===== src/include/ids_defines.svh =====
`ifndef IDS_DEFINES_SVH
`define IDS_DEFINES_SVH

// data path lanes
`define IDS_DATA_WIDTH      64
`define IDS_CTRL_WIDTH      8

// packet buffers
`define IDS_NUM_BUFFERS     8
`define IDS_BUF_SEL_WIDTH   3
`define IDS_BUF_ADDR_WIDTH  8   // 256 words per buffer

`define IDS_FIFO_DEPTH_BITS 2

// flow table and source ip position
`define IDS_FT_ADDR_WIDTH   4
`define IDS_FT_DEPTH        16
`define IDS_IP_WORD         4   // counted from the first payload word
`define IDS_IP_LSB          16

`endif


===== src/source/flow_table.sv =====
`timescale 1ns/1ns
`include "ids_defines.svh"

module flow_table (
	input  logic                         clk,
	input  logic                         reset,
	input  logic                         ft_wr,
	input  logic [`IDS_FT_ADDR_WIDTH-1:0] ft_addr,
	input  logic [31:0]                  ft_ip,
	input  logic                         ft_valid,
	input  logic [31:0]                  lookup_ip,
	input  logic                         lookup_start,
	output logic                         match_pulse,
	output logic [31:0]                  num_matches
);
	logic [31:0]              ip_mem [`IDS_FT_DEPTH];
	logic [`IDS_FT_DEPTH-1:0] valid;
	logic [`IDS_FT_DEPTH-1:0] hit_vec;
	logic                     hit;

	genvar i;
	generate
		for (i = 0; i < `IDS_FT_DEPTH; i++) begin : g_cmp
			assign hit_vec[i] = valid[i] && ip_mem[i] == lookup_ip;  // all entries at once
		end
	endgenerate

	assign hit = lookup_start && |hit_vec;

	always_ff @(posedge clk) begin
		if (ft_wr)
			ip_mem[ft_addr] <= ft_ip;
	end

	always_ff @(posedge clk) begin
		if (reset) begin
			valid       <= '0;
			match_pulse <= 1'b0;
			num_matches <= '0;
		end else begin
			if (ft_wr)
				valid[ft_addr] <= ft_valid;  // clearing valid retires an entry
			match_pulse <= hit;
			if (hit)
				num_matches <= num_matches + 32'd1;
		end
	end
endmodule


===== config.mk =====
export PLATFORM = sky130hd
export DESIGN_NAME = flow_table
export DESIGN_NICKNAME = d
export VERILOG_FILES = /design/src/source/flow_table.sv
export VERILOG_INCLUDE_DIRS = /design/src /design/src/include
export SDC_FILE = /design/constraint.sdc
export NUM_CORES = 1
export LEC_CHECK = 0
export BUFFER_PORTS_ARGS = -buffer_cell sky130_fd_sc_hd__buf_2
export CAP_MARGIN = 15
export CORE_AREA = 2 2 248 250
export CTS_BUF_LIST = sky130_fd_sc_hd__clkbuf_8
export CTS_CLUSTER_DIAMETER = 40
export DETAILED_ROUTE_END_ITERATION = 6
export DIE_AREA = 0 0 250 252
export GPL_TIMING_DRIVEN = 0
export PLACE_DENSITY = 0.55
export SYNTH_ARGS = -nofsm -noshare
export SYNTH_HDL_FRONTEND = slang
export SYNTH_SLANG_ARGS = --single-unit

===== constraint.sdc =====
create_clock -name clk -period 4.3 [get_ports clk]
set_clock_uncertainty 0.15 [all_clocks]
set_input_delay 0.645 -clock clk [delete_from_list [all_inputs] [get_ports clk]]
set_output_delay 0.645 -clock clk [all_outputs]
set_load 0.05 [all_outputs]

Word level (Yosys, flattened, before mapping)

Memories as Yosys holds them, arrays and structs flattened.
Index checks and enable logic that the tools add are counted.

Bits in registers: 49
Bits in latches: 0
Memory bits (writable): 512
Memory bits (read-only): 0
Bits of input ports: 73
Output and inout bits: 33
Word-level logic and storage cells: 47
Memories kept: 1

Memory list:

| memory | depth | bits a word | rd ports | clocked after memory_dff | write ports | RTL line         | RTL |
|---|---|---|---|---|---|---|---|
| ip_mem | 16    | 32          | 16       | 0                        | 1           | flow_table.sv:16 | `` logic [31:0] ip_mem [`IDS_FT_DEPTH]; `` |

Add/sub/neg operators: 1
Multiply operators: 0
Divide/modulo/power cells: 0
Magnitude comparators: 2
Eq/ne operators: 16
Shift-type cells: 0
Multiplexer cells: 5
Bitwise logic cells: 0
Reduce and logical (&&, ||, !) cells: 19

Operator list:

| kind                    | count |
|---|---|
| $eq A32 B32 Y1          | 16 |
| $add A32 B1 Y32 const B | 1 |
| $logic_and A1 B1 Y1     | 18 |
| $bwmux W16              | 1 |
| $reduce_or A16 Y1       | 1 |
| $lt A4 B5 Y1 const B    | 1 |
| $demux W1 S4            | 1 |
| $ge A4 B1 Y1 const B    | 1 |
| $mux W1                 | 3 |

Logic depth before layout (Yosys ltp)

Gate-level depths: netlist of run 1.

Depth in word-level cells: 5
Mapped depth: 12

Worst setup path after synthesis of run 1

No wires, ideal clock.

Path type: in2reg
Start: in ft_addr[0]
End: reg valid[0]
Library setup time: 0.128 ns
Arrival time: 3.943 ns
Slack: 0.080 ns
Stages on the path: 5
Path buffers: 1
Cell sequence: or3b_2 > clkbuf_1 > nor3_1 > mux2i_1 > nor2_1

Cells in the longest elaborated chain, start to end: 5
Elaborated cells on any way between the ends: 6

RTL lines:

| element                                                            | RTL line         | RTL |
|---|---|---|
| start, declared                                                    | flow_table.sv:8  | `` input logic [`IDS_FT_ADDR_WIDTH-1:0] ft_addr, `` |
| $lt A4 B5 Y1 (implied by the code) or $ge A4 B1 Y1 (tied branches) | flow_table.sv:42 | `valid[ft_addr] <= ft_valid;` |
| $logic_and A1 B1 Y1 (implied by the code)                          | flow_table.sv:42 |  |
| $mux W1 (implied by the code)                                      | flow_table.sv:42 |  |
| $demux W1 S4 *                                                     | flow_table.sv:42 |  |
| $bwmux W16 *                                                       | flow_table.sv:42 |  |
| end signal, assigned by index                                      | flow_table.sv:42 |  |
| end, declared                                                      | flow_table.sv:17 | `` logic [`IDS_FT_DEPTH-1:0] valid; `` |

Mark *: on every way between the ends. The rest lies on a longest branch, timed or not.
A chain may end at the register's enable or synchronous reset.

Worst setup path in the final report of run 1

Start: in lookup_ip[3]
End: reg num_matches[24]

Cells in the longest elaborated chain, start to end: 4
Elaborated cells on any way between the ends: 34

RTL lines:

| element               | RTL line         | RTL |
|---|---|---|
| start, declared       | flow_table.sv:11 | `input logic [31:0] lookup_ip,` |
| $eq A32 B32 Y1        | flow_table.sv:24 | `assign hit_vec[i] = valid[i] && ip_mem[i] == lookup_ip;` |
| $logic_and A1 B1 Y1   | flow_table.sv:24 |  |
| $reduce_or A16 Y1 *   | flow_table.sv:28 | `assign hit = lookup_start && \|hit_vec;` |
| $logic_and A1 B1 Y1 * | flow_table.sv:28 |  |
| end signal, assigned  | flow_table.sv:45 | `num_matches <= num_matches + 32'd1;` |
| end, declared         | flow_table.sv:14 | `output logic [31:0] num_matches` |

Marks and branches as above.

==> flow_metrics.tcl, run 1 <==
set metrics [dict create \
    drcViolationCount 0 \
    ir_drop_mv 0.208 \
    drive_above_1_share_pct 16.5 \
    synth_top_area_share_pct 64.2 \
    die-area_mm2 0.0630 \
    place.gp.congestion 0.833 \
    cts_tree "done" \
    rsz0062_at_grt "false" \
    cts_sinks 561 \
    critPathKind "primary input to flip-flop" \
    cts_resized 0 \
    reg2reg_slack_ns 0.51 \
    dp_hpwl_um 48100 \
    port_buffers 72 \
    hold_buffers 0 \
    hold_path_class "primary input to flip-flop" \
    drt_wl_total_um 77600 \
    rows 90 \
    ys.flop_type "edfxtp_1" \
    max_cap_viol_count 0 \
    clockBufferDepth 3 \
    synthArstFlopShare_pct 0 \
    grt_start_max_net_pins 34 \
    nNetsFinal 1846 \
    n_fill_cell 5370 \
    cts_buffers 101 \
    finalSetupViolations 0 \
    endpoint "num_matches[24]" \
    area_growth_pct 15.3 \
    ys_seq_elements 561 \
    grt.overflow.total 0 \
    dr.pass1.iters 5 \
    wire_per_inst_um 29.5 \
    yosysTopAreaCell "edfxtp_1" \
    die_h_um 252 \
    p_leak_nw 9.48 \
    grt.total_usage_pct 24.6 \
    arrival_ns 4.27 \
    yosys_warnings 0 \
    status "finished, final reports clean" \
    worstPathMaxFanout 10 \
    cts_root_buf "clkbuf_8" \
    via_count 14300 \
    final_util_pct 46.0 \
    power_density_mw_per_mm2 419 \
    period_minus_slack_ns 3.85 \
    synth-edff-count 512 \
    core_mm2 0.0601 \
    grt_pass1_wl_um 107000 \
    whs_path_depth 3 \
    synth.area.top_cells "edfxtp_1 (64%), xor2_1 (18%), dfxtp_1 (4.1%), nor4_1 (3.0%), buf_6 (2.4%)" \
    ys_seq_area_share_pct 68.3 \
    worst_slew_pin_slew_ns 0.996 \
    viasPerCell 5.44 \
    ctsHtreeMaxLevel 3 \
    fmax_mhz 259 \
    required_ns 4.71 \
    synth_cell_type_count 36 \
    startpoint_type "primary input" \
    ant_nets 0 \
    worstSetupStartpoint "lookup_ip[3]" \
    io_pins 106 \
    dp.cells 2451 \
    final.period_utilization_pct 89.6 \
    grt_pass1_vias 13900 \
    power_mw 11.6 \
    antenna_found_initial 4 \
    cp-end-kind "flip-flop" \
    synth_nets 1649 \
    fin_tns_setup_ns 0 \
    r2r-start "ip_mem[3][8]" \
    hold_viol 0 \
    final_max_slew_viol_count 0 \
    cts.clk_slew.worst_paths_ns 0.06 \
    synthCells 1575 \
    r2r_cells 10 \
    clk_latency_ns 0.71 \
    start_util_pct 39.8 \
    fin_cells 2632 \
    die_w_um 250 \
    relSlewSlack_pct 33.3 \
    synthesis.area_mm2 0.0240 \
    drtIter0Drc 1321 \
    r2r-end "num_matches[24]" \
    avgSynthCellArea_um2 15.2 \
    post_cts_buffers 0 \
]
==> Yosys cell counts (4+ instances only) <==
master    count
o31ai_1      14
or3_1        14
nor3_1       34
nand2b_1      4
a21oi_1      43
nand2_1      38
nand4_1      25
clkbuf_1     12
xor2_1      492
inv_1         6
nor4_1      116
or4_1        14
o21ai_0      27
dfxtp_1      49
buf_6        51
nand3_1      38
buf_2        10
buf_4         5
mux2i_1       4
nor2_1       22
and3_1        6
xnor2_1      19
edfxtp_1    512
==> layout by cell type, fill, tap and decap left out, drive strengths merged <==
cell type and n:
xor2 492, nand3b 2, nor4 116, and3 6, o21ai 27, nand2 38
nand4 25, nor2 22, nor2b 2, or4 14, and4 2, nor3 35
edfxtp 512, a41oi 1, and2 2, inv 45, mux2i 4, ha 1
clkinvlp 2, a21oi 43, or3 14, or3b 1, nand3 38, clkbuf 119
a31o 1, bufinv 3, nand2b 4, diode 1, a41o 1, xnor2 19
buf 162, a2111oi 4, clkinv 29, dfxtp 49, o31ai 14
==> state kept, by name, summed over array words and instances (netlist names) <==
name,count
ip_mem,512
valid,16
num_matches,32
match_pulse,1
==> where the power goes <==
part           total (mW)  internal [mW]  switching (mW)  leakage [nW]
Clock                4.68           2.46            2.21          1.09
Sequential           6.10           6.06          0.0373          5.02
Combinational       0.809          0.234           0.575          3.37
Total                11.6           8.76            2.83          9.48
==> area by class of cell <==
| class | instances | area (um2) | share of cell area, % |
|---|---|---|---|
| clock buffer | 107 | 1470 | 5.33 |
| tap | 782 | 978 | 3.54 |
| sequential | 561 | 16400 | 59.2 |
| clock inverter | 73 | 387 | 1.40 |
| antenna | 1 | 2.50 | 0.00906 |
| inverter | 6 | 22.5 | 0.0815 |
| buffer | 80 | 737 | 2.67 |
| timing repair buffer | 94 | 719 | 2.60 |
| multi-input combinational | 928 | 6960 | 25.2 |
==> through the flow <==
stage	setup slack [ns]	area, um2	hold slack (ns)
after detailed placement	-0.141	25800	0.322
final	0.445	27600	0.121
after global placement	-1.79	25300	0.319
after floorplan	0.0797	24000	0.304
after CTS	0.531	27600	0.0764
after global routing	0.306	27600	0.120
==> kinds of logic (layout without fill, tap and decap cells) <==
group	after synthesis	count (layout)	share of synthesized area (%)
other cells	0	1	0
fa+ha+maj	1	1	0.0522
buf+inv	86	360	3.17
simple gates	321	321	7.51
flops	561	561	68.3
mux	4	4	0.167
xor+xnor	511	511	18.7
compound gates	91	91	2.17
==> metal layers <==
layer	vias up	wire length, um	global-route usage (%)
met1	7376	33000	33.3
met4	0	1940	7.41
li1	6188	-	-
met5	-	0	0
met2	627	36900	40.8
met3	125	5740	4.16
==> how the worst min path moves through the flow <==
stage / from / to / slack, ns
after global placement: num_matches[21] / num_matches[21] / 0.32
after detailed placement: valid[11] / valid[11] / 0.32
after global routing: ft_valid / valid[15] / 0.12
after floorplan: valid[15] / valid[15] / 0.30
after CTS: ft_valid / valid[15] / 0.08
final: ft_valid / valid[15] / 0.12
==> critical path, stage by stage <==
cell	delay (ns)
buf_2	0.40
buf_6	0.30
xor2_1	0.10
nor4_1	0.57
nand4_1	0.36
nor3_1	0.51
a2111oi_0	0.13
a41o_1	0.33
buf_6	0.19
clkbuf_1	0.25
o31ai_1	0.35
a21oi_1	0.11
(Power assumes the default switching activity.)
==> inputs of run 2 (changes only) <==
==> config.mk (replaced) <==
export PLATFORM = sky130hd
export DESIGN_NAME = flow_table
export DESIGN_NICKNAME = d
export VERILOG_FILES = /design/src/source/flow_table.sv
export VERILOG_INCLUDE_DIRS = /design/src /design/src/include
export SDC_FILE = /design/constraint.sdc
export NUM_CORES = 1
export LEC_CHECK = 0
export BUFFER_PORTS_ARGS = -buffer_cell sky130_fd_sc_hd__buf_4
export CAP_MARGIN = 15
export CORE_AREA = 2 2 207 209
export CTS_BUF_LIST = sky130_fd_sc_hd__clkbuf_8
export CTS_CLUSTER_DIAMETER = 40
export DETAILED_ROUTE_END_ITERATION = 6
export DIE_AREA = 0 0 209 211
export GPL_TIMING_DRIVEN = 0
export PLACE_DENSITY = 0.75
export SYNTH_ARGS = -nofsm -noshare
export SYNTH_HDL_FRONTEND = slang
export SYNTH_SLANG_ARGS = --single-unit
==> flow_metrics.tcl, run 2 (synthesis results as in run 1) <==
set metrics [dict create \
    arrival_ns 4.41 \
    final.period_utilization_pct 94.4 \
    port_buffers 72 \
    largest_reg_flops 512 \
    dr.pass1.iters 6 \
    cts_buffers 90 \
    antenna_found_initial 3 \
    viasPerCell 6.15 \
    finalSetupViolations 0 \
    clockBufferDepth 3 \
    fmax_mhz 246 \
    clk_latency_ns 0.68 \
    place_area_mm2 0.0255 \
    hold_path_class "primary input to flip-flop" \
    status "finished, final reports clean" \
    p_seq_share_pct 54.7 \
    dp_hpwl_um 43100 \
    nNetsFinal 1829 \
    required_ns 4.65 \
    place.gp.congestion 0.906 \
    final_max_slew_viol_count 0 \
    ir_drop_mv 0.193 \
    p_sw_mw 2.67 \
    slowest_delay_ns 0.79 \
    grt.total_usage_pct 31.8 \
    drtIter0Drc 2433 \
    hold_buffers 0 \
    reg_top3 "ip_mem (512), num_matches (32), valid (16)" \
    path_common_cell "buf_6" \
    via_count 14500 \
    cts_sinks 561 \
    p_int_mw 8.48 \
    grt.overflow.total 0 \
    cts_resized 0 \
    ctsHtreeMaxLevel 3 \
    final_cell_mix "edfxtp_1 (512), xor2_1 (492), nor4_1 (116)" \
    die-area_mm2 0.0441 \
    slowest_stage "nor4_1" \
    power_frac_comb_pct 7.1 \
    start_util_pct 57.4 \
    drt_wl_total_um 69400 \
    worst_slew_pin_slew_ns 1.18 \
    sw_frac_of_total_pct 23.9 \
    p_clk_share_pct 38.2 \
    max_cap_viol_count 0 \
    die_h_um 211 \
    area_growth_pct 13.3 \
    largest-register "ip_mem" \
    cts_root_buf "clkbuf_8" \
    post_cts_buffers 0 \
    grt_pass1_vias 14000 \
    fin_cells 2357 \
    hold-worst-slack_ns 0.144 \
    wire_per_inst_um 29.4 \
    layout_commonest_cell "edfxtp_1" \
    cts_tree "done" \
    startpoint_type "primary input" \
    grt_start_max_net_pins 34 \
    io_pins 106 \
    period_minus_slack_ns 4.06 \
    p_leak_nw 9.30 \
    rows 75 \
    relSlewSlack_pct 20.7 \
    n_fill_cell 2903 \
    cp-end-kind "flip-flop" \
    dp.cells 2202 \
    path_cells "buf_2 > buf_6 > xor2_1 > nor4_1 > nand3_1 > nor3_2 > a2111oi_1 > a41o_1 > buf_6 > clkbuf_1 > o31ai_1 > a21oi_1" \
    worstPathMaxFanout 10 \
    power_mw 11.1 \
    rsz0062_at_grt "false" \
    cts.clk_slew.worst_paths_ns 0.06 \
    ant_nets 0 \
    grt_pass1_wl_um 96900 \
    critPathKind "primary input to flip-flop" \
    hold_viol 0 \
    die_w_um 209 \
    drcViolationCount 0 \
    drive_above_1_share_pct 15.7 \
    power_density_mw_per_mm2 411 \
    post-route-cell-area_mm2 0.0271 \
    core_mm2 0.0418 \
]
-- run 2: cell count changes in the layout (fill, tap and decap cells not counted), moves of 2 or more --
| cell | change |
|---|---|
| buf_2 | -72 |
| buf_4 | +70 |
| clkbuf_8 | -10 |
| inv_1 | -9 |
| buf_12 | -4 |
| buf_16 | -2 |
| buf_6 | +2 |
| clkinv_1 | -2 |
| clkinv_2 | -2 |
-- run 2: layout make-up --
| class | count | area (um2) | area share (%) |
|---|---|---|---|
| Timing Repair Buffer | 88 | 772 | 2.84 |
| Antenna cell | 1 | 2.50 | 0.00922 |
| Inverter | 6 | 22.5 | 0.0830 |
| Buffer | 80 | 737 | 2.72 |
| Sequential cell | 561 | 16400 | 60.3 |
| Clock buffer | 97 | 1340 | 4.92 |
| Tap cell | 539 | 674 | 2.48 |
| Clock inverter | 57 | 287 | 1.06 |
| Multi-Input combinational cell | 928 | 6960 | 25.6 |
-- run 2: final timing paths --
path                   startpoint              end  cells past startpoint  slack, ns
setup / recovery    lookup_ip[16]  num_matches[29]                     12       0.24
hold / removal           ft_valid         valid[4]                      3       0.14
setup reg to reg     ip_mem[2][8]  num_matches[29]                     10       0.52
hold reg to reg   num_matches[31]  num_matches[31]                      2       0.34
-- run 2: per-stage QoR --
step | worst slack [ns] | utilization, % | TNS (ns)
finish | 0.240 | 65.0 | 0
global placement | -1.49 | 60.3 | -150.89
CTS | 0.487 | 65.0 | 0
floorplan | 0.0797 | - | 0
detailed placement | -0.186 | 61.1 | -2.24
global route | 0.234 | 65.0 | 0
-- run 2: power by group through the flow --
stage               Sequential, mW  Clock [mW]  Combinational, mW
global route                  6.10        4.49              0.820
CTS                           6.09        4.26              0.781
floorplan                     6.20           0              0.410
global placement              6.21           0              0.749
finish                        6.09        4.26              0.791
detailed placement            6.21           0              0.777
-- run 2: routing by layer --
metal	global-route usage [%]	vias up	share of wire [%]
li1	-	6150	-
met1	42.8	7254	38
met2	50.4	940	46
met3	7.06	145	11
met4	14.0	2	4.0
met5	0	-	0.019
-- run 2: worst max-delay path, delay by kind of cell --
family                 cells  cell delay, ns
buffers and inverters      4            1.10
AND/OR/NAND/NOR            3            1.52
AO/OA/AOI/OAI              4            1.00
XOR/XNOR                   1            0.10
==> inputs of run 3 (changes only) <==
--- a/config.mk
+++ b/config.mk
@@ -6,7 +6,7 @@
 export SDC_FILE = /design/constraint.sdc
 export NUM_CORES = 1
 export LEC_CHECK = 0
-export BUFFER_PORTS_ARGS = -buffer_cell sky130_fd_sc_hd__buf_4
+export BUFFER_PORTS_ARGS = -buffer_cell sky130_fd_sc_hd__buf_2
 export CAP_MARGIN = 15
 export CORE_AREA = 2 2 207 209
 export CTS_BUF_LIST = sky130_fd_sc_hd__clkbuf_8
@@ -14,7 +14,8 @@
 export DETAILED_ROUTE_END_ITERATION = 6
 export DIE_AREA = 0 0 209 211
 export GPL_TIMING_DRIVEN = 0
-export PLACE_DENSITY = 0.75
+export PLACE_DENSITY = 0.88
+export SLEW_MARGIN = 40
 export SYNTH_ARGS = -nofsm -noshare
 export SYNTH_HDL_FRONTEND = slang
 export SYNTH_SLANG_ARGS = --single-unit
==> flow_metrics.tcl, run 3 (synthesis results as in run 1) <==
set metrics [dict create \
    ctsHtreeMaxLevel 3 \
    start_util_pct 57.4 \
    cts.clk_slew.worst_paths_ns 0.06 \
    largest-register "ip_mem" \
    wire_per_inst_um 30.1 \
    core_mm2 0.0418 \
    io_pins 106 \
    area_growth_pct 13.9 \
    reg_top3 "ip_mem (512), num_matches (32), valid (16)" \
    cp-end-kind "flip-flop" \
    rows 75 \
    final_cell_mix "edfxtp_1 (512), xor2_1 (492), nor4_1 (115)" \
    max_cap_viol_count 0 \
    layout_commonest_cell "edfxtp_1" \
    dr.pass1.iters 6 \
    nNetsFinal 1847 \
    path_cells "buf_6 > buf_6 > xor2_1 > nor4_1 > nand4_1 > nor3_1 > nor4_1 > a41o_1 > buf_6 > clkbuf_1 > o31ai_1 > a21oi_1" \
    grt.total_usage_pct 32.5 \
    cts_tree "done" \
    hold_buffers 0 \
    cts_root_buf "clkbuf_8" \
    die_w_um 209 \
    fin_tns_setup_ns 0 \
    dp_slack_ns 0.140 \
    fin_ws_ns 0.674 \
    p_leak_nw 9.45 \
    clk_latency_ns 0.69 \
    period_minus_slack_ns 3.63 \
    final_max_slew_viol_count 0 \
    critPathKind "primary input to flip-flop" \
    viasPerCell 6.36 \
    power_density_mw_per_mm2 415 \
    hold_path_class "primary input to flip-flop" \
    drcViolationCount 0 \
    grt.overflow.total 0 \
    cts_sinks 561 \
    largest_reg_flops 512 \
    grt_pass1_vias 14900 \
    cts_buffers 91 \
    hold_viol 0 \
    fmax_mhz 276 \
    post_cts_buffers 0 \
    slowest_stage "nor4_1" \
    arrival_ns 3.99 \
    clockBufferDepth 3 \
    required_ns 4.67 \
    ir_drop_mv 0.259 \
    grt_pass1_wl_um 101000 \
    port_buffers 72 \
    hold-worst-slack_ns 0.160 \
    n_fill_cell 2744 \
    place.gp.congestion 0.904 \
    antenna_found_initial 2 \
    relSlewSlack_pct 39.8 \
    rsz0062_at_grt "false" \
    drtIter0Drc 2618 \
    cts_resized 0 \
    grt_start_max_net_pins 22 \
    status "finished, final reports clean" \
    slowest_delay_ns 0.76 \
    via_count 15100 \
    ant_nets 0 \
    finalSetupViolations 0 \
    worst_slew_pin_slew_ns 0.895 \
    drive_above_1_share_pct 16.9 \
    final.period_utilization_pct 84.3 \
    worstPathMaxFanout 10 \
    drt_wl_total_um 71700 \
    die_h_um 211 \
    path_common_cell "buf_6" \
    startpoint_type "primary input" \
    dp_hpwl_um 44400 \
    die-area_mm2 0.0441 \
]
## run 3: final timing paths
path | to | startpoint | cells after the start | slack [ns]
max | num_matches[22] | lookup_ip[21] | 12 | 0.67
min | valid[15] | ft_valid | 3 | 0.16
max reg2reg | num_matches[22] | ip_mem[14][10] | 10 | 0.68
min reg2reg | num_matches[23] | num_matches[23] | 2 | 0.35
## run 3: cell type report
cell class / count / area (um2) / area share, %
clock inverter: 68 / 423 / 1.55
tap: 539 / 674 / 2.47
antenna: 1 / 2.50 / 0.00917
sequential: 561 / 16400 / 59.9
timing repair buffer: 105 / 833 / 3.05
multi-input combinational: 928 / 6960 / 25.5
inverter: 6 / 22.5 / 0.0825
clock buffer: 93 / 1280 / 4.69
buffer: 80 / 737 / 2.70
## run 3: stage by stage
stage          instances  util (%)  instance area (um2)  power, mW
3_5_place_dp        2219      61.3                25600       6.98
2_1_floorplan       1575         -                24000       6.61
5_1_grt             2380      65.3                27300       11.6
4_1_cts             2380      65.3                27300       11.3
6_report            2381      65.4                27300       11.3
3_3_place_gp        2186      59.9                25000       6.93
## run 3: critical path: cells and delay by family
kind,cells,cell delay [ns]
AO/OA/AOI/OAI,3,0.80
XOR/XNOR,1,0.13
buffers and inverters,4,0.89
AND/OR/NAND/NOR,4,1.51
## run 3: layer usage
layer | up-vias | global-route usage [%] | part of all wire [%] | routed length [um]
li1 | 6182 | - | - | -
met1 | 7419 | 42.3 | 35 | 24900
met2 | 1299 | 51.3 | 47 | 33400
met3 | 245 | 8.92 | 14 | 9890
met4 | 2 | 15.4 | 4.9 | 3480
met5 | - | 0 | 0.015 | 11
## run 3: report_power, final
part	leakage, nW	internal, mW	switching [mW]	total, mW
Clock	0.975	2.27	2.15	4.42
Sequential	5.02	6.06	0.0413	6.10
Combinational	3.45	0.237	0.564	0.801
