**config.mk**
```make
export PLATFORM = sky130hd
export DESIGN_NAME = ingress_fifo
export DESIGN_NICKNAME = d
export VERILOG_FILES = /design/src/source/ids_pkg.sv /design/src/source/ingress_fifo.sv
export VERILOG_INCLUDE_DIRS = /design/src /design/src/include
export SDC_FILE = /design/constraint.sdc
export NUM_CORES = 1
export LEC_CHECK = 0
export ABC_CLOCK_PERIOD_IN_PS = 3100
export BUFFER_PORTS_ARGS = -buffer_cell sky130_fd_sc_hd__buf_2
export CAP_MARGIN = 25
export CORE_MARGIN = 4
export CORE_UTILIZATION = 50
export CTS_CLUSTER_DIAMETER = 30
export CTS_CLUSTER_SIZE = 25
export DETAILED_ROUTE_END_ITERATION = 10
export PLACE_DENSITY = 0.75
export REMOVE_ABC_BUFFERS = 1
export SLEW_MARGIN = 40
export SYNTH_ARGS = -nofsm -noshare
export SYNTH_HDL_FRONTEND = slang
export SYNTH_SLANG_ARGS = --single-unit
```
**constraint.sdc**
```tcl
create_clock -name clk -period 3.1 [get_ports clk]
set_clock_uncertainty 0.15 [all_clocks]
set_input_delay 0.155 -clock clk [delete_from_list [all_inputs] [get_ports clk]]
set_output_delay 0.155 -clock clk [all_outputs]
set_load 0.05 [all_outputs]
```
**src/include/ids_defines.svh**
```systemverilog
`ifndef IDS_DEFINES_SVH
`define IDS_DEFINES_SVH

// data path lanes
`define IDS_DATA_WIDTH      64
`define IDS_CTRL_WIDTH      8

// packet buffers
`define IDS_NUM_BUFFERS     8
`define IDS_BUF_SEL_WIDTH   3
`define IDS_BUF_ADDR_WIDTH  8   // 256 words per buffer

`define IDS_FIFO_DEPTH_BITS 2

// flow table and source ip position
`define IDS_FT_ADDR_WIDTH   4
`define IDS_FT_DEPTH        16
`define IDS_IP_WORD         4   // counted from the first payload word
`define IDS_IP_LSB          16

`endif

```
**src/source/ids_pkg.sv**
```systemverilog
`include "ids_defines.svh"

package ids_pkg;

	// parser only needs to know whether it is inside a packet
	typedef enum logic {
		idle,
		payload
	} parse_state_t;

	typedef struct packed {
		logic [`IDS_CTRL_WIDTH-1:0] ctrl;
		logic [`IDS_DATA_WIDTH-1:0] data;
	} pkt_word_t;

endpackage

```
**src/source/ingress_fifo.sv**
```systemverilog
`timescale 1ns/1ns
`include "ids_defines.svh"

module ingress_fifo (
	input  logic               clk,
	input  logic               reset,
	input  ids_pkg::pkt_word_t din,
	input  logic               wr_en,
	input  logic               rd_en,
	output ids_pkg::pkt_word_t dout,
	output logic               empty,
	output logic               nearly_full
);
	localparam int DEPTH = 1 << `IDS_FIFO_DEPTH_BITS;
	localparam logic [`IDS_FIFO_DEPTH_BITS:0] NEARLY_LEVEL = (`IDS_FIFO_DEPTH_BITS+1)'(DEPTH - 1);

	ids_pkg::pkt_word_t mem [DEPTH];
	logic [`IDS_FIFO_DEPTH_BITS-1:0] wr_ptr;
	logic [`IDS_FIFO_DEPTH_BITS-1:0] rd_ptr;
	logic [`IDS_FIFO_DEPTH_BITS:0]   count;
	logic                            full;
	logic                            do_wr;
	logic                            do_rd;

	assign full        = count[`IDS_FIFO_DEPTH_BITS];  // count == DEPTH
	assign empty       = count == '0;
	assign nearly_full = count >= NEARLY_LEVEL;
	assign do_wr       = wr_en && !full;
	assign do_rd       = rd_en && !empty;
	assign dout        = mem[rd_ptr];  // fall-through head

	always_ff @(posedge clk) begin
		if (do_wr)
			mem[wr_ptr] <= din;
	end

	always_ff @(posedge clk) begin
		if (reset) begin
			wr_ptr <= '0;
			rd_ptr <= '0;
			count  <= '0;
		end else begin
			if (do_wr)
				wr_ptr <= wr_ptr + 1'b1;
			if (do_rd)
				rd_ptr <= rd_ptr + 1'b1;
			case ({do_wr, do_rd})
				2'b10:   count <= count + 1'b1;
				2'b01:   count <= count - 1'b1;
				default: count <= count;
			endcase
		end
	end

	// upstream must respect in_rdy, which leaves one spare slot
	a_no_write_full: assert property (@(posedge clk) disable iff (reset) !(wr_en && full));
endmodule

```
== Word-level counts from Yosys, hierarchy flattened ==
Memories as Yosys holds them, arrays and structs flattened. A register that Yosys moved wholly into a read port is not among the register bits.
Cells that the tools add are included.
Storage, ports and cells
  register bits after elaboration: 7
  RAM bits: 288
  bits of input ports: 76
  output and inout bits: 74
  word-level logic and storage cells: 22
  memories: 1
Memories
  mem: words 4, width 72, rd ports 1, clocked after Yosys merged registers in 1, wr ports 1, RTL line ingress_fifo.sv:17  | ids_pkg::pkt_word_t mem [DEPTH];
Cells by class
  $add $sub $neg: 4
  magnitude comparators: 1
  eq/ne operators: 2
  muxes and demuxes: 5
  reductions and logical operators: 6
Operator list (number)
  3-bit one-hot mux with 2 select lines: 1
  2-bit by 1-bit adder with 2-bit output, second input constant: 2
  2-bit two-way mux: 2
  3-bit by 1-bit adder with 3-bit output, second input constant: 1
  3-bit by 2-bit greater-or-equal comparator with 1-bit output, second input constant: 1
  3-bit zero test: 1
  3-bit by 1-bit subtractor with 3-bit output, second input constant: 1
  2-bit by 1-bit == test with 1-bit output, second input constant: 1
  2-bit == test, second input constant: 1
  1-bit logical AND: 2
  1-bit zero test: 2
  1-bit two-way mux: 2
  2-bit nonzero test: 1

== Logic depth before layout (Yosys ltp) ==
Gate-level depths: netlist of run 1.
  word-level depth: 5
  depth in mapped cells: 9
  depth with buffers taken out: 8

== Least setup slack after synthesis of run 1 ==
No wires, ideal clock.
  path kind: reg2reg
  start: reg count[2]
  end: mem mem[1][0] in the netlist's numbering, enable pin
  library setup time: 438 ps
  arrival time: 2382 ps
  required time: 2512 ps
  setup slack: 130 ps
  stages on the path, launching flop included: 4
  path buffers: 1
  clock period less this slack: 2970 ps
  cells stage by stage: dfxtp_1 nor2b_1 clkbuf_1 and2_1
Between the ends
  word-level cells in the longest chain between the ends: 4
RTL lines
  start, declared: RTL line ingress_fifo.sv:20  | logic [`IDS_FIFO_DEPTH_BITS:0] count;
  start signal, assigned: RTL line ingress_fifo.sv:48  | 2'b10: count <= count + 1'b1;
  start signal, assigned: RTL line ingress_fifo.sv:49  | 2'b01: count <= count - 1'b1;
  start signal, assigned: RTL line ingress_fifo.sv:50  | default: count <= count;
  1-bit zero test: RTL line ingress_fifo.sv:28  | assign do_wr = wr_en && !full;
  1-bit logical AND: RTL line ingress_fifo.sv:28
  1-bit two-way mux: RTL line ingress_fifo.sv:33  | if (do_wr)
  1-bit two-way mux (not written as such): RTL line ingress_fifo.sv:34  | mem[wr_ptr] <= din;
  end, declared: RTL line ingress_fifo.sv:17
Every way passes these cells.

==> impl_metrics.env, run 1 <==
export IMPL_outcome="complete, no violations"
export IMPL_cts_path_max_buffers=3
export IMPL_numCtsBuffers=50
export IMPL_rsz0062_at_grt="no"
export IMPL_r2r_start="count[2]$_SDFFE_PP0P_"
export IMPL_wirelength_um=21300
export IMPL_yosysTopAreaCellShare_pct=79.1
export IMPL_initialDrtViolationCount=255
export IMPL_place_ws_ns=0.906
export IMPL_path_cells="buf_4 > mux4_2 > buf_2"
export IMPL_synthTopCellsByCount="edfxtp_1, mux4_2, dfxtp_1"
export IMPL_worstPathRequired_ns=2.79
export IMPL_antenna_found_initial=0
export IMPL_hold_depth=4
export IMPL_clockRootBuffer="clkbuf_16"
export IMPL_finalMaxSlewViolations=0
export IMPL_route_vias_total=5408
export IMPL_cts_reportedPaths_clkPinSlew_ns=0.05
export IMPL_ctsHoldBuffers=75
export IMPL_cpPeakStageDelay_ns=0.60
export IMPL_synth_edf_count=288
export IMPL_drc=0
export IMPL_netlist_instances=428
export IMPL_postRouteAntennaNets=0
export IMPL_synth_ff_type="edfxtp_1"
export IMPL_grt_max_degree=45
export IMPL_relSlewSlack_pct=52.8
export IMPL_p_total_mw=15.0
export IMPL_yosysTopAreaCell="edfxtp_1"
export IMPL_vdd_drop_max_v=0.000777
export IMPL_area_growth_pct=33.1
export IMPL_worstReg2RegEnd="count[2]$_SDFFE_PP0P_"
export IMPL_cp_max_fo=18
export IMPL_fin_ws_ns=0.412
export IMPL_core_area_mm2=0.0213
export IMPL_hp_class="input port to flip-flop"
export IMPL_wl_per_cell_um=21.0
export IMPL_diodes=0
export IMPL_stdcell_count=1014
export IMPL_rrSetupSlack_ns=0.89
export IMPL_core_rowCount=53
export IMPL_finalSetupViolCount=0
export IMPL_utilization_pct=68.3
export IMPL_layout_nets=780
export IMPL_hpwlAfterDp_um=11800
export IMPL_design_area_mm2=0.0145
export IMPL_synth_cell_types=25
export IMPL_grt_usage_pct=18.0
export IMPL_first_pass_iters=4
export IMPL_power_density_mw_per_mm2=1030
export IMPL_first_global_vias=6126
export IMPL_worst_pin_slew_ns=0.709
export IMPL_worstRegToRegCells=8
export IMPL_synth_seq_area_share_pct=80.8
export IMPL_setup_worst_path_end_class="output pin"
export IMPL_synth_most_common_cell="edfxtp_1"
export IMPL_ctsResizeCount=0
export IMPL_ios=150
export IMPL_yosys_register_bits=297
export IMPL_fin_crit_ns=2.69
export IMPL_cts_sinks=297
export IMPL_vias_per_cell=5.33
export IMPL_grt_first_pass_wirelength_um=33300
export IMPL_initial_utilization_pct=51.3
export IMPL_synthArstFlopShare_pct=0
export IMPL_drive_gt1_share_pct=43.7
export IMPL_port_buffers=149
export IMPL_avgSynthCellArea_um2=25.5
export IMPL_die_h_um=156
export IMPL_cts_max_level=2
export IMPL_placedInstanceArea_mm2=0.0120
export IMPL_gr_total_overflow=0
export IMPL_globalplace_congestion=0.752
export IMPL_clock_latency_ns=0.53
export IMPL_cap_violations=0
export IMPL_synth_area_mm2=0.0109
export IMPL_die_x_um=156
export IMPL_min_to="wr_ptr[0]$_SDFFE_PP0P_"
export IMPL_fmax_mhz=372
export IMPL_dieArea_mm2=0.0243
export IMPL_slowest_stage="mux4_2"
export IMPL_power_leakage_nw=5.09
export IMPL_post_place_cells=846
export IMPL_worstHoldStart="wr_en"
export IMPL_cts_tree="yes"
export IMPL_path_class="flip-flop to output pin"
export IMPL_start_kind="flip-flop"
export IMPL_period_share_pct=86.7
export IMPL_yosysWarnings=0
export IMPL_yosys_top_cells_area="edfxtp_1, mux4_2, dfxtp_1"
export IMPL_crit_arrival_ns=2.38
export IMPL_hold_violations=0
export IMPL_post_cts_buffers=0
[placed cells by master (no fill, tap or decap), types with 2 or more instances in the layout]
master	n
ha_1	5
bufinv_16	11
xor2_1	3
dfxtp_4	2
clkinv_1	2
buf_12	4
clkbuf_16	51
inv_1	7
inv_6	6
nor2_1	7
buf_2	149
a21oi_1	3
or3_1	2
buf_4	8
clkinv_4	4
dfxtp_1	7
mux4_2	70
mux4_1	2
clkinvlp_4	6
edfxtp_1	288
o21ai_0	2
and2_4	4
clkinv_2	7
clkbuf_1	5
dlygate4sd3_1	75
[layer usage]
layer / global-route usage (%) / share of wire (%)
met1: 21.6 / 38
met4: 7.00 / 2.7
met5: 0 / 0
met3: 4.19 / 5.6
met2: 31.7 / 54
[cells by family after synthesis]
logic type / Yosys count / synth area share (%)
flip-flops: 297 / 80.8
multiplexers: 73 / 15.0
buffers and inverters: 25 / 2.05
AND/OR/NAND/NOR: 16 / 0.721
AO/OA/AOI/OAI: 7 / 0.366
adder cells (fa/ha/maj): 6 / 0.756
XOR/XNOR: 4 / 0.321
[worst max path at each step]
| stage | endpoint | slack, ns |
|---|---|---|
| global placement | dout[65] | 0.93 |
| floorplan | dout[63] | -1.27 |
| global route | dout[20] | 0.25 |
| finish | dout[20] | 0.41 |
| CTS | dout[71] | 0.34 |
| detailed placement | mem[2][34]$_DFFE_PP_ | 0.91 |
[worst max-delay path: cells and delay by family (launching register included)]
family   cells  cell delay [ns]
flops        1             0.58
mux          1             0.60
buf+inv      2             0.66
[per-stage QoR]
step                hold slack, ns  setup TNS (ns)
floorplan                   0.0741          -75.52
global placement             0.214               0
detailed placement           0.222               0
CTS                         0.0409               0
global route                0.0838               0
finish                      0.0629               0
[sequential cells by signal, indices dropped and copies added (netlist names), named ones only]
register / flops
mem: 288
rd_ptr: 2
wr_ptr: 2
count: 3
[power breakdown]
group          internal (mW)  leakage, nW  switching [mW]  total [mW]
combinational           1.27         1.50            2.73        4.00
sequential              4.95         2.72           0.215        5.16
clock                   3.95        0.871            1.85        5.80
total                   10.2         5.09            4.79        15.0
[final cells by class]
type / count / area, µm²
sequential: 297 / 8840
fill: 1301 / 6750
multi-input combinational: 106 / 1890
timing repair buffer: 236 / 1640
clock buffer: 56 / 1290
clock inverter: 37 / 517
tap: 275 / 344
inverter: 7 / 26.3
(Power assumes the default switching activity.)
==> run 2, diff against run 1 <==
--- a/config.mk
+++ b/config.mk
@@ -6,15 +6,14 @@
 export SDC_FILE = /design/constraint.sdc
 export NUM_CORES = 1
 export LEC_CHECK = 0
-export ABC_CLOCK_PERIOD_IN_PS = 3100
 export BUFFER_PORTS_ARGS = -buffer_cell sky130_fd_sc_hd__buf_2
 export CAP_MARGIN = 25
 export CORE_MARGIN = 4
-export CORE_UTILIZATION = 50
+export CORE_UTILIZATION = 40
 export CTS_CLUSTER_DIAMETER = 30
 export CTS_CLUSTER_SIZE = 25
 export DETAILED_ROUTE_END_ITERATION = 10
-export PLACE_DENSITY = 0.75
+export PLACE_DENSITY = 0.58
 export REMOVE_ABC_BUFFERS = 1
 export SLEW_MARGIN = 40
 export SYNTH_ARGS = -nofsm -noshare
==> impl_metrics.env, run 2 (synthesized netlist as in run 1, its figures left out) <==
export IMPL_wirelength_um=21400
export IMPL_initialDrtViolationCount=295
export IMPL_final_common_cell="edfxtp_1"
export IMPL_vias_per_cell=4.91
export IMPL_hold_slack_ns=0.0317
export IMPL_vdd_drop_max_v=0.000521
export IMPL_period_share_pct=81.9
export IMPL_outcome="complete, no violations"
export IMPL_relSlewSlack_pct=57.2
export IMPL_hp_class="input port to flip-flop"
export IMPL_die_h_um=173
export IMPL_ios=150
export IMPL_first_pass_iters=4
export IMPL_grt_usage_pct=14.4
export IMPL_area_growth_pct=35.7
export IMPL_dr_wl_met3_um=1090
export IMPL_hold_depth=4
export IMPL_utilization_pct=55.0
export IMPL_regArea_mm2=0.00884
export IMPL_r2r_start="count[2]$_SDFFE_PP0P_"
export IMPL_worstHoldStart="wr_en"
export IMPL_most_common_layout_cells="edfxtp_1, buf_2, dlygate4sd3_1, mux4_2, clkbuf_16"
export IMPL_wl_met2_um=10600
export IMPL_clock_latency_ns=0.55
export IMPL_numCtsBuffers=60
export IMPL_internal_power_mw=10.4
export IMPL_cts_tree="yes"
export IMPL_antenna_found_initial=0
export IMPL_highest_layer="met4"
export IMPL_stdcell_count=1095
export IMPL_port_buffers=149
export IMPL_first_global_vias=6004
export IMPL_finalMaxSlewViolations=0
export IMPL_worstRegToRegCells=3
export IMPL_worstPathRequired_ns=2.79
export IMPL_worst_pin_slew_ns=0.637
export IMPL_slowest_stage="dfxtp_4"
export IMPL_hpwlAfterDp_um=12400
export IMPL_clockRootBuffer="clkbuf_16"
export IMPL_post_place_cells=909
export IMPL_route_vias_total=5376
export IMPL_die_x_um=173
export IMPL_fmax_mhz=394
export IMPL_wl_per_cell_um=19.5
export IMPL_postRouteAntennaNets=0
export IMPL_hold_violations=0
export IMPL_regMostFlops="mem"
export IMPL_start_kind="flip-flop"
export IMPL_cap_violations=0
export IMPL_power_leakage_nw=5.16
export IMPL_drive_gt1_share_pct=43.8
export IMPL_p_clk_share_pct=40.1
export IMPL_reg_largest_list="mem: 288 flops, count: 3 flops"
export IMPL_fin_crit_ns=2.54
export IMPL_worstReg2RegEnd="mem[3][68]$_DFFE_PP_"
export IMPL_grt_first_pass_wirelength_um=34000
export IMPL_cts_path_max_buffers=3
export IMPL_setup_worst_path_end_class="output pin"
export IMPL_cp_max_fo=40
export IMPL_cpPeakStageDelay_ns=0.71
export IMPL_rsz0062_at_grt="no"
export IMPL_fill_cells=2029
export IMPL_gr_total_overflow=0
export IMPL_finalSetupViolCount=0
export IMPL_dieArea_mm2=0.0300
export IMPL_multi_input_area_mm2=0.00189
export IMPL_power_density_mw_per_mm2=1040
export IMPL_initial_utilization_pct=40.5
export IMPL_cp_buffers_inverters=2
export IMPL_cts_reportedPaths_clkPinSlew_ns=0.05
export IMPL_drc=0
export IMPL_min_to="wr_ptr[0]$_SDFFE_PP0P_"
export IMPL_path_delay_family="flip-flops"
export IMPL_globalplace_congestion=0.684
export IMPL_p_sw_mw=4.97
export IMPL_core_area_mm2=0.0270
export IMPL_seq_power_share_pct=33.1
export IMPL_diodes=0
export IMPL_largest_reg_flops=288
export IMPL_wl_met1_um=9360
export IMPL_comb_power_share_pct=26.8
export IMPL_cts_max_level=2
export IMPL_grt_max_degree=48
export IMPL_core_rowCount=60
export IMPL_cts_sinks=297
export IMPL_crit_arrival_ns=2.23
export IMPL_path_cells="buf_12 > mux4_2 > buf_2"
export IMPL_layout_nets=786
export IMPL_path_class="flip-flop to output pin"
export IMPL_rrSetupSlack_ns=0.88
export IMPL_p_sw_share_pct=32.3
run 2: final cells by class:
| type | instances | share of cell area, % |
|---|---|---|
| tap | 341 | 2.88 |
| sequential | 297 | 59.6 |
| inverter | 7 | 0.177 |
| clock buffer | 72 | 10.8 |
| multi-input combinational | 106 | 12.7 |
| clock inverter | 40 | 2.77 |
| timing repair buffer | 232 | 11.1 |
run 2: power groups by stage:
stage / Sequential [mW] / Combinational (mW) / Clock [mW]
global placement: 5.15 / 4.09 / 0
finish: 5.10 / 4.11 / 6.16
global route: 5.13 / 4.34 / 6.53
detailed placement: 5.17 / 4.12 / 0
CTS: 5.10 / 4.20 / 6.29
floorplan: 5.35 / 2.90 / 0
run 2: worst min-delay path, stage by stage:
cell     delay, ns
buf_2         0.12
nor2b_1       0.21
xnor2_1       0.17
nor2_1        0.04
run 2: worst max path at each step:
stage / startpoint / to / slack, ns / cells after the start
global route: flip-flop / dout[23] / 0.44 / 3
global placement: count[2]$_SDFFE_PP0P_ / mem[3][32]$_DFFE_PP_ / 0.96 / 3
CTS: flip-flop / dout[48] / 0.49 / 3
finish: flip-flop / dout[23] / 0.56 / 3
detailed placement: count[2]$_SDFFE_PP0P_ / mem[3][11]$_DFFE_PP_ / 0.88 / 3
floorplan: flip-flop / dout[63] / -1.27 / 1
run 2: what timing repair did:
| item | 4_1_cts | 5_1_grt |
|---|---|---|
| endpoints found under the hold margin | 297 | 0 |
| hold buffers | 74 | 0 |
| setup buffers | 0 | 0 |
| gates resized for setup | 0 | 0 |
run 2: metrics by stage:
step | worst slack [ns] | TNS [ns] | instance area [µm²] | power, mW
2_1_floorplan | -1.27 | -75.52 | 10700 | 8.25
3_3_place_gp | 0.960 | 0 | 12100 | 9.24
3_5_place_dp | 0.884 | 0 | 12100 | 9.29
4_1_cts | 0.491 | 0 | 14800 | 15.6
5_1_grt | 0.443 | 0 | 14800 | 16.0
6_report | 0.561 | 0 | 14800 | 15.4
run 2: layer usage:
layer / track usage (%) / vias up
met1: 19.2 / 2779
met3: 3.86 / 36
met5: 0 / -
li1: - / 2400
met2: 23.5 / 161
met4: 4.49 / 0
==> run 3, diff against run 2 <==
==> constraint.sdc (replaced) <==
create_clock -name clk -period 2.05 [get_ports clk]
set_clock_uncertainty 0.15 [all_clocks]
set_input_delay 0.1025 -clock clk [delete_from_list [all_inputs] [get_ports clk]]
set_output_delay 0.1025 -clock clk [all_outputs]
set_load 0.05 [all_outputs]
==> impl_metrics.env, run 3 (synthesized netlist as in run 1, its figures left out) <==
export IMPL_grt_usage_pct=14.7
export IMPL_final_setup_tns_ns=-9.60
export IMPL_worstPathRequired_ns=1.80
export IMPL_relSlewSlack_pct=76.3
export IMPL_final_common_cell="edfxtp_1"
export IMPL_multi_input_area_mm2=0.00193
export IMPL_hold_violations=1
export IMPL_path_class="flip-flop to output pin"
export IMPL_wirelength_um=22400
export IMPL_cts_path_max_buffers=3
export IMPL_violations="hold timing, setup timing"
export IMPL_port_buffers=149
export IMPL_antenna_found_initial=0
export IMPL_clock_latency_ns=0.54
export IMPL_largest_reg_flops=288
export IMPL_worst_pin_slew_ns=0.354
export IMPL_stdcell_count=1112
export IMPL_worstHoldStart="wr_en"
export IMPL_gr_total_overflow=0
export IMPL_regArea_mm2=0.00884
export IMPL_fmax_mhz=445
export IMPL_grt_max_degree=43
export IMPL_worstReg2RegEnd="count[2]$_SDFFE_PP0P_"
export IMPL_core_area_mm2=0.0270
export IMPL_regMostFlops="mem"
export IMPL_power_density_mw_per_mm2=1600
export IMPL_crit_top_cell="buf_12"
export IMPL_hold_depth=5
export IMPL_comb_power_share_pct=31.9
export IMPL_cts_max_level=2
export IMPL_die_h_um=173
export IMPL_period_share_pct=110
export IMPL_diodes=0
export IMPL_fin_crit_ns=2.25
export IMPL_vias_per_cell=4.92
export IMPL_cts_tree="yes"
export IMPL_grt_first_pass_wirelength_um=34800
export IMPL_slowest_stage="mux4_2"
export IMPL_cp_max_fo=6
export IMPL_vdd_drop_max_v=0.000752
export IMPL_fin_ws_ns=-0.197
export IMPL_seq_power_share_pct=30.7
export IMPL_internal_power_mw=17.1
export IMPL_path_cells="buf_12 > buf_12 > buf_16 > mux4_2 > buf_6"
export IMPL_p_sw_mw=8.00
export IMPL_hp_class="input port to flip-flop"
export IMPL_crit_arrival_ns=1.99
export IMPL_initialDrtViolationCount=315
export IMPL_initial_utilization_pct=40.5
export IMPL_cts_reportedPaths_clkPinSlew_ns=0.05
export IMPL_die_x_um=173
export IMPL_rsz0062_at_grt="yes"
export IMPL_numCtsBuffers=59
export IMPL_path_delay_family="buffers and inverters"
export IMPL_globalplace_congestion=0.694
export IMPL_route_vias_total=5466
export IMPL_wl_per_cell_um=20.2
export IMPL_r2r_start="count[2]$_SDFFE_PP0P_"
export IMPL_finalMaxSlewViolations=0
export IMPL_area_growth_pct=43.7
export IMPL_cp_buffers_inverters=4
export IMPL_cts_sinks=297
export IMPL_ios=150
export IMPL_first_global_vias=6282
export IMPL_reg_largest_list="mem: 288 flops, count: 3 flops"
export IMPL_layout_nets=804
export IMPL_rrSetupSlack_ns=0.06
export IMPL_post_place_cells=917
export IMPL_first_pass_iters=4
export IMPL_outcome="finished, violations left"
export IMPL_postRouteAntennaNets=0
export IMPL_setup_worst_path_end_class="output pin"
export IMPL_clockRootBuffer="clkbuf_16"
export IMPL_fill_cells=1997
export IMPL_power_leakage_nw=5.48
export IMPL_p_clk_share_pct=37.4
export IMPL_finalSetupViolCount=72
export IMPL_dieArea_mm2=0.0300
export IMPL_worstRegToRegCells=8
export IMPL_cpPeakStageDelay_ns=0.52
export IMPL_core_rowCount=60
export IMPL_cap_violations=0
export IMPL_hold_slack_ns=-0.0114
export IMPL_start_kind="flip-flop"
export IMPL_min_to="wr_ptr[0]$_SDFFE_PP0P_"
export IMPL_drc=0
export IMPL_p_sw_share_pct=31.9
export IMPL_drive_gt1_share_pct=47.7
export IMPL_hpwlAfterDp_um=12200
export IMPL_most_common_layout_cells="edfxtp_1, buf_2, dlygate4sd3_1, mux4_2, clkbuf_16"
[run 3: cell types whose count changed in the layout (fill, tap and decap cells not counted), sizes merged]
cell	previous run	this run
clkbuf	72	64
clkinvlp	10	12
buf	158	175
clkinv	17	20
inv	14	17
[run 3: metrics by stage]
step                      setup WS (ns)  hold slack, ns  util, %  cell area (µm²)  total power [mW]
after floorplan                   -2.26          0.0216        -            10700              12.0
after global placement            0.108           0.161     45.3            12200              14.0
after detailed placement        -0.0353           0.170     45.3            12200              14.1
after CTS                        -0.234         0.00362     57.9            15600              25.2
after global routing             -0.264          0.0453     58.3            15700              26.1
final                            -0.197         -0.0114     58.3            15700              25.1
[run 3: routing by layer]
| metal | global-route usage (%) | vias to the layer above | wire length [µm] |
|---|---|---|---|
| li1 | - | 2448 | - |
| met1 | 18.6 | 2817 | 9330 |
| met2 | 25.2 | 167 | 11500 |
| met3 | 3.69 | 34 | 1190 |
| met4 | 4.49 | 0 | 365 |
| met5 | 0 | - | 0 |
[run 3: worst register-to-register path: cells and delay by family, from the launching register on]
family | cells | cell delay [ns]
buffers and inverters | 2 | 0.12
XOR/XNOR | 1 | 0.17
flip-flops | 1 | 0.39
AO/OA/AOI/OAI | 2 | 0.19
AND/OR/NAND/NOR | 1 | 0.37
adder cells (fa/ha/maj) | 2 | 0.53
[run 3: worst max path at each step]
stage	to	cells past startpoint	slack, ns	startpoint
after global routing	dout[47]	5	-0.26	flip-flop
after CTS	dout[47]	5	-0.23	flip-flop
after global placement	count[2]$_SDFFE_PP0P_	8	0.11	count[2]$_SDFFE_PP0P_
after detailed placement	count[2]$_SDFFE_PP0P_	8	-0.04	count[2]$_SDFFE_PP0P_
final	dout[47]	5	-0.20	flip-flop
after floorplan	dout[63]	1	-2.26	flip-flop
[run 3: repair_timing]
| action | in CTS | in global routing |
|---|---|---|
| setup buffers | 4 | 1 |
| setup endpoints to repair | 73 | 73 |
| hold buffers | 74 | 0 |
| gates resized for setup | 148 | 14 |
| hold endpoints to repair | 297 | 0 |
| pin swaps | 0 | 4 |
| gates cloned | 4 | 2 |
[run 3: power by group through the flow]
stage                     sequential, mW  clock [mW]  combinational, mW
after floorplan                     8.03           0               4.00
after global placement              7.74           0               6.26
after detailed placement            7.79           0               6.32
after CTS                           7.69        9.55               7.91
after global routing                7.76        9.90               8.41
final                               7.70        9.37               8.01
[run 3: final cells by class]
| cell class | instances | share of cell area (%) |
|---|---|---|
| clock buffers | 62 | 9.74 |
| clock inverters | 48 | 3.09 |
| inverters | 7 | 0.167 |
| multi-input cells | 106 | 12.3 |
| flip-flops and latches | 297 | 56.3 |
| well taps | 341 | 2.72 |
| repair buffers | 251 | 15.7 |
